### config.mk
export PLATFORM = sky130hd
export DESIGN_NAME = holo_ctrl
export DESIGN_NICKNAME = d
export VERILOG_FILES = /design/src/holo_pkg.sv /design/src/uart_rx.sv /design/src/uart_tx.sv /design/src/host_cmd_decoder.sv /design/src/spi_master.sv /design/src/reply_queue.sv /design/src/holo_ctrl.sv
export VERILOG_INCLUDE_DIRS = /design/src
export SDC_FILE = /design/constraint.sdc
export NUM_CORES = 1
export LEC_CHECK = 0
export BUFFER_PORTS_ARGS = -buffer_cell sky130_fd_sc_hd__buf_2
export CAP_MARGIN = 20
export CORE_ASPECT_RATIO = 1.75
export CORE_MARGIN = 10
export CORE_UTILIZATION = 45
export CTS_CLUSTER_DIAMETER = 150
export DETAILED_ROUTE_END_ITERATION = 10
export GPL_TIMING_DRIVEN = 0
export PLACE_DENSITY = 0.71
export RECOVER_POWER = 50
export SYNTH_ARGS = -nofsm -noshare
export SYNTH_HDL_FRONTEND = slang
export SYNTH_SLANG_ARGS = --single-unit
### constraint.sdc
create_clock -name fpga_clk -period 2.6 [get_ports fpga_clk]
set_clock_uncertainty 0.1 [all_clocks]
set_input_delay 0.26 -clock fpga_clk [delete_from_list [all_inputs] [get_ports fpga_clk]]
set_output_delay 0.26 -clock fpga_clk [all_outputs]
set_load 0.03 [all_outputs]
### src/holo_macros.svh
// holo command path constants shared by the UART, SPI, reset and reply blocks
`ifndef HOLO_MACROS_SVH
`define HOLO_MACROS_SVH

////////////////////
// host uart
////////////////////
// fpga_clk cycles per uart bit
// 62.5 MHz / 3.125 Mbaud gives an exact divide
`define HOLO_UART_CLKS_PER_BIT 20

////////////////////
// display spi
////////////////////
// fpga_clk cycles per sck half period
// one sck period is 4 cycles
`define HOLO_SPI_HALF_PERIOD 2

////////////////////
// slm reset
////////////////////
// cycles the slm reset stays low once its cause ends
// 10 cycles at 62.5 MHz is 160 ns
`define HOLO_RST_STRETCH 10
// register address that requests a hard reset instead of a write
`define HOLO_RST_ADDR 8'hBD

// reply bytes that can wait for the uart transmitter
`define HOLO_REPLY_DEPTH 4

`endif

### src/holo_pkg.sv
// holo command path types: host bytes and the 16-bit display register command word
`default_nettype none

package holo_pkg;

  // one host or register byte
  typedef logic [7:0] byte_t;

  // one spi register write
  // raw view feeds the spi shift register
  // cmd view is the address byte then the data byte, address goes out first
  typedef union packed {
    logic [15:0] raw;
    struct packed {
      byte_t addr;
      byte_t data;
    } cmd;
  } spi_word_u;

endpackage

`default_nettype wire

### src/uart_rx.sv
// host uart receiver, 8N1, one-cycle strobe per received byte
`timescale 1ns/100ps
`default_nettype none
`include "holo_macros.svh"

module uart_rx (
  input  logic            fpga_clk,
  input  logic            reset_all_cmd_w,
  input  logic            rx_serial_i,
  output logic            rx_valid_o,
  output holo_pkg::byte_t rx_byte_o
);
  import holo_pkg::*;

  localparam int CLKS  = `HOLO_UART_CLKS_PER_BIT;
  localparam int CNT_W = $clog2(CLKS);
  // last cycle of a full bit, and the start bit midpoint
  localparam logic [CNT_W-1:0] BIT_END  = CNT_W'(CLKS - 1);
  localparam logic [CNT_W-1:0] HALF_END = CNT_W'(CLKS / 2 - 1);

  localparam logic [1:0] ST_IDLE  = 2'd0;
  localparam logic [1:0] ST_START = 2'd1;
  localparam logic [1:0] ST_DATA  = 2'd2;
  localparam logic [1:0] ST_STOP  = 2'd3;

  logic             rx_meta_q;
  logic             rx_sync_q;
  logic [1:0]       state_q;
  logic [CNT_W-1:0] clk_cnt_q;
  logic [2:0]       bit_idx_q;
  byte_t            shift_q;

  // two flops on the asynchronous host line, idle high
  always_ff @(posedge fpga_clk) begin
    if (reset_all_cmd_w) begin
      rx_meta_q <= 1'b1;
      rx_sync_q <= 1'b1;
    end else begin
      rx_meta_q <= rx_serial_i;
      rx_sync_q <= rx_meta_q;
    end
  end

  always_ff @(posedge fpga_clk) begin
    if (reset_all_cmd_w) begin
      state_q    <= ST_IDLE;
      clk_cnt_q  <= '0;
      bit_idx_q  <= '0;
      rx_valid_o <= 1'b0;
    end else begin
      rx_valid_o <= 1'b0;
      case (state_q)
        ST_IDLE: begin
          clk_cnt_q <= '0;
          bit_idx_q <= '0;
          // falling edge, maybe a start bit
          if (!rx_sync_q) begin
            state_q <= ST_START;
          end
        end
        ST_START: begin
          if (clk_cnt_q == HALF_END) begin
            clk_cnt_q <= '0;
            // still low at mid bit, otherwise a glitch
            state_q <= rx_sync_q ? ST_IDLE : ST_DATA;
          end else begin
            clk_cnt_q <= clk_cnt_q + 1'b1;
          end
        end
        ST_DATA: begin
          if (clk_cnt_q == BIT_END) begin
            clk_cnt_q <= '0;
            bit_idx_q <= bit_idx_q + 1'b1;
            if (bit_idx_q == 3'd7) begin
              state_q <= ST_STOP;
            end
          end else begin
            clk_cnt_q <= clk_cnt_q + 1'b1;
          end
        end
        default: begin
          // middle of the stop bit, byte is complete
          if (clk_cnt_q == BIT_END) begin
            clk_cnt_q  <= '0;
            rx_valid_o <= 1'b1;
            state_q    <= ST_IDLE;
          end else begin
            clk_cnt_q <= clk_cnt_q + 1'b1;
          end
        end
      endcase
    end
  end

  // lsb arrives first, so shift in from the top
  always_ff @(posedge fpga_clk) begin
    if (state_q == ST_DATA && clk_cnt_q == BIT_END) begin
      shift_q <= {rx_sync_q, shift_q[7:1]};
    end
  end

  assign rx_byte_o = shift_q;

endmodule

`default_nettype wire

### src/uart_tx.sv
// host uart transmitter, 8N1, busy from start request until the stop bit ends
`timescale 1ns/100ps
`default_nettype none
`include "holo_macros.svh"

module uart_tx (
  input  logic            fpga_clk,
  input  logic            reset_all_cmd_w,
  input  logic            tx_start_i,
  input  holo_pkg::byte_t tx_byte_i,
  output logic            tx_serial_o,
  output logic            tx_busy_o
);
  import holo_pkg::*;

  localparam int CLKS  = `HOLO_UART_CLKS_PER_BIT;
  localparam int CNT_W = $clog2(CLKS);
  localparam logic [CNT_W-1:0] BIT_END = CNT_W'(CLKS - 1);

  localparam logic [1:0] ST_IDLE  = 2'd0;
  localparam logic [1:0] ST_START = 2'd1;
  localparam logic [1:0] ST_DATA  = 2'd2;
  localparam logic [1:0] ST_STOP  = 2'd3;

  logic [1:0]       state_q;
  logic [CNT_W-1:0] clk_cnt_q;
  logic [2:0]       bit_idx_q;
  byte_t            shift_q;

  always_ff @(posedge fpga_clk) begin
    if (reset_all_cmd_w) begin
      state_q     <= ST_IDLE;
      clk_cnt_q   <= '0;
      bit_idx_q   <= '0;
      tx_serial_o <= 1'b1;
      tx_busy_o   <= 1'b0;
    end else begin
      case (state_q)
        ST_IDLE: begin
          clk_cnt_q <= '0;
          bit_idx_q <= '0;
          // start request only taken here, ignored while busy
          if (tx_start_i) begin
            shift_q     <= tx_byte_i;
            tx_serial_o <= 1'b0;
            tx_busy_o   <= 1'b1;
            state_q     <= ST_START;
          end
        end
        ST_START: begin
          if (clk_cnt_q == BIT_END) begin
            clk_cnt_q   <= '0;
            // first data bit, lsb first
            tx_serial_o <= shift_q[0];
            shift_q     <= shift_q >> 1;
            state_q     <= ST_DATA;
          end else begin
            clk_cnt_q <= clk_cnt_q + 1'b1;
          end
        end
        ST_DATA: begin
          if (clk_cnt_q == BIT_END) begin
            clk_cnt_q <= '0;
            bit_idx_q <= bit_idx_q + 1'b1;
            if (bit_idx_q == 3'd7) begin
              tx_serial_o <= 1'b1;
              state_q     <= ST_STOP;
            end else begin
              tx_serial_o <= shift_q[0];
              shift_q     <= shift_q >> 1;
            end
          end else begin
            clk_cnt_q <= clk_cnt_q + 1'b1;
          end
        end
        default: begin
          // stop bit, line already high
          if (clk_cnt_q == BIT_END) begin
            clk_cnt_q <= '0;
            tx_busy_o <= 1'b0;
            state_q   <= ST_IDLE;
          end else begin
            clk_cnt_q <= clk_cnt_q + 1'b1;
          end
        end
      endcase
    end
  end

endmodule

`default_nettype wire

### src/host_cmd_decoder.sv
// host byte pairing into spi register writes, hard-reset command and slm reset stretch
`timescale 1ns/100ps
`default_nettype none
`include "holo_macros.svh"

module host_cmd_decoder (
  input  logic                fpga_clk,
  input  logic                reset_all_cmd_w,
  input  logic                rx_valid_i,
  input  holo_pkg::byte_t     rx_byte_i,
  output logic                spi_start_o,
  output holo_pkg::spi_word_u spi_word_o,
  output logic                slm_reset_n_o
);
  import holo_pkg::*;

  localparam int STRETCH = `HOLO_RST_STRETCH;
  localparam int RST_W   = $clog2(STRETCH + 1);
  localparam logic [RST_W-1:0] RST_LOAD = RST_W'(STRETCH);
  localparam byte_t RST_ADDR = `HOLO_RST_ADDR;

  logic       addr_pending_q;
  byte_t      addr_q;
  spi_word_u  spi_word_q;
  logic       rst_cmd;
  logic [RST_W-1:0] rst_cnt_q;

  ////////////////////
  // byte pairing
  ////////////////////
  // first byte of a pair is the address, second is the data
  // reset address on the second byte means hard reset, no spi write
  assign rst_cmd = rx_valid_i && addr_pending_q && (addr_q == RST_ADDR);

  always_ff @(posedge fpga_clk) begin
    if (reset_all_cmd_w) begin
      addr_pending_q <= 1'b0;
      spi_start_o    <= 1'b0;
    end else begin
      spi_start_o <= 1'b0;
      if (rx_valid_i) begin
        addr_pending_q <= !addr_pending_q;
        // data byte of a normal pair, fire the write
        if (addr_pending_q && (addr_q != RST_ADDR)) begin
          spi_start_o <= 1'b1;
        end
      end
    end
  end

  // address and command word are payload
  always_ff @(posedge fpga_clk) begin
    if (rx_valid_i && !addr_pending_q) begin
      addr_q <= rx_byte_i;
    end
    if (rx_valid_i && addr_pending_q) begin
      spi_word_q.cmd.addr <= addr_q;
      spi_word_q.cmd.data <= rx_byte_i;
    end
  end

  assign spi_word_o = spi_word_q;

  ////////////////////
  // slm reset stretch
  ////////////////////
  // loaded while the global reset is high, or by the reset command
  // counts down once its cause is gone
  always_ff @(posedge fpga_clk) begin
    if (reset_all_cmd_w) begin
      rst_cnt_q <= RST_LOAD;
    end else if (rst_cmd) begin
      rst_cnt_q <= RST_LOAD;
    end else if (rst_cnt_q != '0) begin
      rst_cnt_q <= rst_cnt_q - 1'b1;
    end
  end

  // active low, released when the count is spent
  assign slm_reset_n_o = (rst_cnt_q == '0);

endmodule

`default_nettype wire

### src/spi_master.sv
// spi master for 16-bit display register writes, mode 0, captures the reply byte
`timescale 1ns/100ps
`default_nettype none
`include "holo_macros.svh"

module spi_master (
  input  logic                fpga_clk,
  input  logic                reset_all_cmd_w,
  input  logic                spi_start_i,
  input  holo_pkg::spi_word_u spi_word_i,
  output logic                sck_o,
  output logic                sen_o,
  output logic                sdat_o,
  input  logic                sout_i,
  output logic                reply_valid_o,
  output holo_pkg::byte_t     reply_byte_o
);
  import holo_pkg::*;

  localparam int HALF  = `HOLO_SPI_HALF_PERIOD;
  localparam int DIV_W = ($clog2(HALF) > 0) ? $clog2(HALF) : 1;
  localparam logic [DIV_W-1:0] DIV_END = DIV_W'(HALF - 1);

  logic             busy_q;
  logic [DIV_W-1:0] div_q;
  logic [3:0]       bit_cnt_q;
  spi_word_u        shift_q;
  byte_t            reply_q;
  logic             half_tick;

  // one sck half period has passed
  assign half_tick = busy_q && (div_q == DIV_END);

  ////////////////////
  // transfer control
  ////////////////////
  always_ff @(posedge fpga_clk) begin
    if (reset_all_cmd_w) begin
      busy_q        <= 1'b0;
      div_q         <= '0;
      bit_cnt_q     <= '0;
      sck_o         <= 1'b0;
      sen_o         <= 1'b1;
      reply_valid_o <= 1'b0;
      shift_q.raw   <= '0;
    end else begin
      reply_valid_o <= 1'b0;
      if (!busy_q) begin
        // new write, sen drops on the next cycle
        if (spi_start_i) begin
          busy_q      <= 1'b1;
          sen_o       <= 1'b0;
          sck_o       <= 1'b0;
          div_q       <= '0;
          bit_cnt_q   <= '0;
          shift_q.raw <= spi_word_i.raw;
        end
      end else if (half_tick) begin
        div_q <= '0;
        if (!sck_o) begin
          // rising edge, slave samples sdat
          sck_o <= 1'b1;
        end else if (bit_cnt_q == 4'd15) begin
          // last period done, close the frame
          sck_o         <= 1'b0;
          sen_o         <= 1'b1;
          busy_q        <= 1'b0;
          reply_valid_o <= 1'b1;
        end else begin
          // falling edge, next bit onto sdat
          sck_o       <= 1'b0;
          shift_q.raw <= {shift_q.raw[14:0], 1'b0};
          bit_cnt_q   <= bit_cnt_q + 1'b1;
        end
      end else begin
        div_q <= div_q + 1'b1;
      end
    end
  end

  // msb first
  assign sdat_o = shift_q.raw[15];

  ////////////////////
  // reply capture
  ////////////////////
  // sout sampled at each rising edge of the data phase, msb first
  always_ff @(posedge fpga_clk) begin
    if (half_tick && !sck_o && bit_cnt_q[3]) begin
      reply_q <= {reply_q[6:0], sout_i};
    end
  end

  assign reply_byte_o = reply_q;

endmodule

`default_nettype wire

### src/reply_queue.sv
// reply byte FIFO between the spi master and the uart transmitter, with drain control
`timescale 1ns/100ps
`default_nettype none
`include "holo_macros.svh"

module reply_queue (
  input  logic            fpga_clk,
  input  logic            reset_all_cmd_w,
  input  logic            reply_valid_i,
  input  holo_pkg::byte_t reply_byte_i,
  input  logic            tx_busy_i,
  output logic            tx_start_o,
  output holo_pkg::byte_t tx_byte_o
);
  import holo_pkg::*;

  // depth is a power of two, pointers wrap on their own
  localparam int DEPTH = `HOLO_REPLY_DEPTH;
  localparam int PTR_W = $clog2(DEPTH);
  localparam int CNT_W = $clog2(DEPTH + 1);
  localparam logic [CNT_W-1:0] FULL_CNT = CNT_W'(DEPTH);

  byte_t            mem_q [DEPTH];
  logic [PTR_W-1:0] wr_ptr_q;
  logic [PTR_W-1:0] rd_ptr_q;
  logic [CNT_W-1:0] count_q;
  logic             push;
  logic             pop;

  // full queue drops the reply
  assign push = reply_valid_i && (count_q != FULL_CNT);
  // no pop while a start is still on its way to the transmitter
  assign pop  = (count_q != '0) && !tx_busy_i && !tx_start_o;

  always_ff @(posedge fpga_clk) begin
    if (reset_all_cmd_w) begin
      wr_ptr_q   <= '0;
      rd_ptr_q   <= '0;
      count_q    <= '0;
      tx_start_o <= 1'b0;
    end else begin
      // pop now, transmit start one cycle later
      tx_start_o <= pop;
      if (push) begin
        wr_ptr_q <= wr_ptr_q + 1'b1;
      end
      if (pop) begin
        rd_ptr_q <= rd_ptr_q + 1'b1;
      end
      case ({push, pop})
        2'b10:   count_q <= count_q + 1'b1;
        2'b01:   count_q <= count_q - 1'b1;
        default: count_q <= count_q;
      endcase
    end
  end

  // storage and held transmit byte
  always_ff @(posedge fpga_clk) begin
    if (push) begin
      mem_q[wr_ptr_q] <= reply_byte_i;
    end
    if (pop) begin
      tx_byte_o <= mem_q[rd_ptr_q];
    end
  end

endmodule

`default_nettype wire

### src/holo_ctrl.sv
// holo board host command path: uart bytes to spi register writes, replies back over uart
`timescale 1ns/100ps
`default_nettype none

module holo_ctrl (
  input  logic fpga_clk,
  input  logic reset_all_cmd_w,
  input  logic uart_rx_i,
  output logic uart_tx_o,
  output logic sen_o,
  output logic sck_o,
  output logic sdat_o,
  input  logic sout_i,
  output logic slm_reset_n_o
);
  import holo_pkg::*;

  // host receive side
  logic      rx_valid;
  byte_t     rx_byte;
  // register write request
  logic      spi_start;
  spi_word_u spi_word;
  // spi reply
  logic      reply_valid;
  byte_t     reply_byte;
  // host transmit side
  logic      tx_start;
  byte_t     tx_byte;
  logic      tx_busy;

  uart_rx i_uart_rx (
    .fpga_clk        (fpga_clk),
    .reset_all_cmd_w (reset_all_cmd_w),
    .rx_serial_i     (uart_rx_i),
    .rx_valid_o      (rx_valid),
    .rx_byte_o       (rx_byte)
  );

  host_cmd_decoder i_host_cmd_decoder (
    .fpga_clk        (fpga_clk),
    .reset_all_cmd_w (reset_all_cmd_w),
    .rx_valid_i      (rx_valid),
    .rx_byte_i       (rx_byte),
    .spi_start_o     (spi_start),
    .spi_word_o      (spi_word),
    .slm_reset_n_o   (slm_reset_n_o)
  );

  spi_master i_spi_master (
    .fpga_clk        (fpga_clk),
    .reset_all_cmd_w (reset_all_cmd_w),
    .spi_start_i     (spi_start),
    .spi_word_i      (spi_word),
    .sck_o           (sck_o),
    .sen_o           (sen_o),
    .sdat_o          (sdat_o),
    .sout_i          (sout_i),
    .reply_valid_o   (reply_valid),
    .reply_byte_o    (reply_byte)
  );

  reply_queue i_reply_queue (
    .fpga_clk        (fpga_clk),
    .reset_all_cmd_w (reset_all_cmd_w),
    .reply_valid_i   (reply_valid),
    .reply_byte_i    (reply_byte),
    .tx_busy_i       (tx_busy),
    .tx_start_o      (tx_start),
    .tx_byte_o       (tx_byte)
  );

  uart_tx i_uart_tx (
    .fpga_clk        (fpga_clk),
    .reset_all_cmd_w (reset_all_cmd_w),
    .tx_start_i      (tx_start),
    .tx_byte_i       (tx_byte),
    .tx_serial_o     (uart_tx_o),
    .tx_busy_o       (tx_busy)
  );

endmodule

`default_nettype wire

==> summary.md <==
| Metric | Value |
|---|---|
| Final hold viol count | `0` |
| First-pass DRT Iterations | `4` |
| DR iter-0 viols | `160` |
| Finish-stage setup viols | `0` |
| Final nets | `492` |
| Footprint of the multi-input gates | `1941 sq um` |
| Final Non-Filler Cells | `649` |
| Root buffer cell | `clkbuf_16` |
| Psw | `0.001513 W` |
| Hold_ws | `311.7 ps` |
| Synth Area in Simple Gates | `10.56%` |
| Place WS | `-39.67 ps` |
| FMAX | `0.4383 GHz` |
| HPWL Detailed | `6.902 mm` |
| Internal | `0.004245 W` |
| Final setup margin | `318.4 ps` |
| CP Capture Type | `flip-flop` |
| Via/cell ratio | `5.208` |
| Crit path arrival time | `2520 ps` |
| Tmin final | `2282 ps` |
| Core area | `13010 sq um` |
| CTS tree | `built` |
| Pwr/cell area | `838.0 nW/um^2` |
| Hold Crit Class | `reg2reg` |
| Max-cap violation count | `0` |
| Mapped cell area | `5997 sq um` |
| Yosys warning count | `0` |
| Die Height | `172.7 microns` |
| Total GRT Usage | `11.10%` |
| Max-slew headroom | `26.89%` |
| Leak pwr | `2.300 nW` |
| Worst-path clk slew | `60 ps` |
| DR WL/cell | `15.37 microns` |
| Final worst path period share | `87.75%` |
| Largest family of logic cells by synthesized area | `simple AND/OR/NAND/NOR gates` |
| Total power | `0.005757 W` |
| Layout area overhead | `14.56%` |
| Clock power share | `41.8%` |
| Num Clock Sinks | `152` |
| Post-synthesis register bit count | `152` |
| First-pass GRT wire length | `16.62 mm` |
| Mean Syn Cell Area | `13.79 sq um` |
| Die area | `18530 sq um` |
| Post-synthesis compound-gate area fraction | `6.843%` |
| Clock Latency Late Sink | `410 ps` |
| Slew Viols, Final | `0` |
| RSZ-0062 raised after global routing | `false` |
| Inst Count DP | `613` |
| Switching share of power | `26.28%` |
| Die width | `107.3 microns` |
| Largest net degree at the start of global routing | `19` |
| Mux cell area share after synthesis | `7.511%` |
| WS Path Type | `reg2reg` |
| EDFF count, synth | `88` |
| CP Launch Type | `flip-flop` |
| Aggregate global routing overflow | `0` |
| Status | `finished clean` |
| Post-synthesis cell type count | `53` |
| H-tree Lvls | `4` |
| Adder-cell share of the synthesized area | `4.924%` |
| Commonest non-fill, non-tap cell in the layout | `edfxtp_1` |
| Placer Congestion | `0.8378` |
| Worst path required time | `2840 ps` |
| Post-synthesis xor/xnor area fraction | `2.337%` |
| Vias | `3380` |
| Measured slew at the worst slew-check pin | `1096 ps` |
| Number of global-route vias before repair | `3488` |
| Sequential fraction of the synthesis area | `65.43%` |
| Antenna Diode Count | `0` |
| Net Count, Synth | `462` |
| Gate Count Post-Synth | `435` |
| Total CTS buffers | `17` |
| Buffers added on ports | `7` |
| Post-route DRC violation count | `0` |
| Layout filler cell count | `1042` |
| Logic pwr share | `10.5%` |
| Initial antenna violation count | `0` |
| Most frequent cells in the layout | `edfxtp_1, dfxtp_1, nor2_1, ha_1` |
| Antenna violation net count after detailed routing | `0` |
| Sequential share of power | `47.7%` |
| Boundary Pins | `9` |
| Peak VDD IR | `467.5 uV` |
| Initial Util | `46.11%` |
| Share of cells above drive strength 1 | `13.18%` |
| Final wirelength | `9.977 mm` |
| Async SR Flop Fraction | `0%` |
| Storage cell area | `3924 sq um` |
| Ys flop type | `edfxtp_1` |
| Cell Rows | `55` |
| Worst-path fanout max | `7` |
| Maximum clock path buffer count | `2` |
[sequential cells by signal, summed over array words and instances, names as in the netlist, 8 cells and up]
signal and flops:
i_reply_queue.tx_byte_o 8, i_spi_master.reply_byte_o 8, i_reply_queue.mem_q 32, i_uart_tx.shift_q 8, i_uart_rx.rx_byte_o 8, i_host_cmd_decoder.spi_word_o 16, i_host_cmd_decoder.addr_q 8, i_spi_master.shift_q 16
[final timing paths]
kind | end | start | cells after the start | slack [ps]
worst max-delay path | i_reply_queue.count_q[2] | i_reply_queue.count_q[0] | 9 | 320
worst min-delay path | i_uart_rx.rx_sync_q | i_uart_rx.rx_meta_q | 1 | 310
worst max register to register | i_reply_queue.count_q[2] | i_reply_queue.count_q[0] | 9 | 320
worst min register to register | i_uart_rx.rx_sync_q | i_uart_rx.rx_meta_q | 1 | 310
[cell families after synthesis]
logic type,after synthesis
DFF,152
and+or+nand+nor,118
AOI/OAI and AO/OA,58
buffers and inverters,34
muxes,34
adders and majority gates,23
xor gates and xnor gates,16
[cells in the mapped netlist (2+ instances only)]
cell type	count	share of area (%)
buf_1	2	0.13
o21ai_0	6	0.50
clkbuf_1	6	0.38
nor2_1	46	2.9
nand3b_1	3	0.38
a32oi_1	2	0.29
ha_1	22	4.6
mux2_2	8	1.5
and3_1	3	0.31
mux2i_1	18	3.0
nand2b_1	6	0.63
nand4b_1	2	0.29
o21ai_1	2	0.17
a21boi_0	2	0.25
edfxtp_1	88	44
a22oi_1	2	0.25
a211oi_2	2	0.42
a21oi_1	15	1.3
dfxtp_1	64	21
nor2b_1	6	0.63
nor3_1	6	0.50
a211oi_1	15	1.9
xor2_1	7	1.0
nand3_1	9	0.75
or2_2	2	0.21
a21o_1	2	0.25
nor3b_1	3	0.38
or3_1	5	0.52
xnor2_1	9	1.3
inv_1	18	1.1
and2_1	7	0.73
a311o_1	2	0.33
mux4_2	8	3.0
nor4_1	2	0.21
buf_2	7	0.58
nand2_1	11	0.69
[layer usage]
layer,track usage (%),part of all wire [%]
met2,19.70,55
met1,11.66,40
met5,0,0
met3,2.978,3.0
met4,5.215,2.1
[power by group through the flow]
| stage | Combinational, W | Sequential (W) | Clock, W |
|---|---|---|---|
| after floorplan | 0.000472 | 0.00279 | 0 |
| after global placement | 0.000573 | 0.00279 | 0 |
| after detailed placement | 0.000605 | 0.00279 | 0 |
| after CTS | 0.000615 | 0.00274 | 0.00246 |
| after global routing | 0.000684 | 0.00275 | 0.00256 |
| final | 0.000607 | 0.00274 | 0.00241 |
[area by class of cell]
cell class / instances / area share (%)
clock buffers: 17 / 6.192
repair buffers: 11 / 0.8924
flip-flops and latches: 152 / 57.11
clock inverters: 15 / 2.422
plain buffers: 16 / 1.038
multi-input cells: 249 / 28.25
well taps: 171 / 3.114
inverters: 18 / 0.9834
[per-stage QoR]
step / area [sq um] / util, % / setup TNS [ps]
floorplan: 6002 / - / 0
global placement: 6251 / 48.06 / 0
detailed placement: 6251 / 48.06 / -39.67
CTS: 6869 / 52.81 / 0
global route: 6870 / 52.82 / 0
finish: 6870 / 52.82 / 0
[critical path, cell delays in order, from the launching register on]
cell and delay [ps]:
dfxtp_1 370, inv_1 90, a31oi_1 530, inv_1 100, ha_1 230, inv_1 80, fa_1 170, xor2_1 80
or3_1 320, a21oi_1 140
[timing repair]
item,4_1_cts,5_1_grt
resized for setup,1,0
setup buffers,0,2
endpoints found under the setup margin,1,1
pin swaps,0,1
endpoints found under the hold margin,2,0
cloned,0,0
hold buffers,2,0
(Power assumes the default switching activity.)
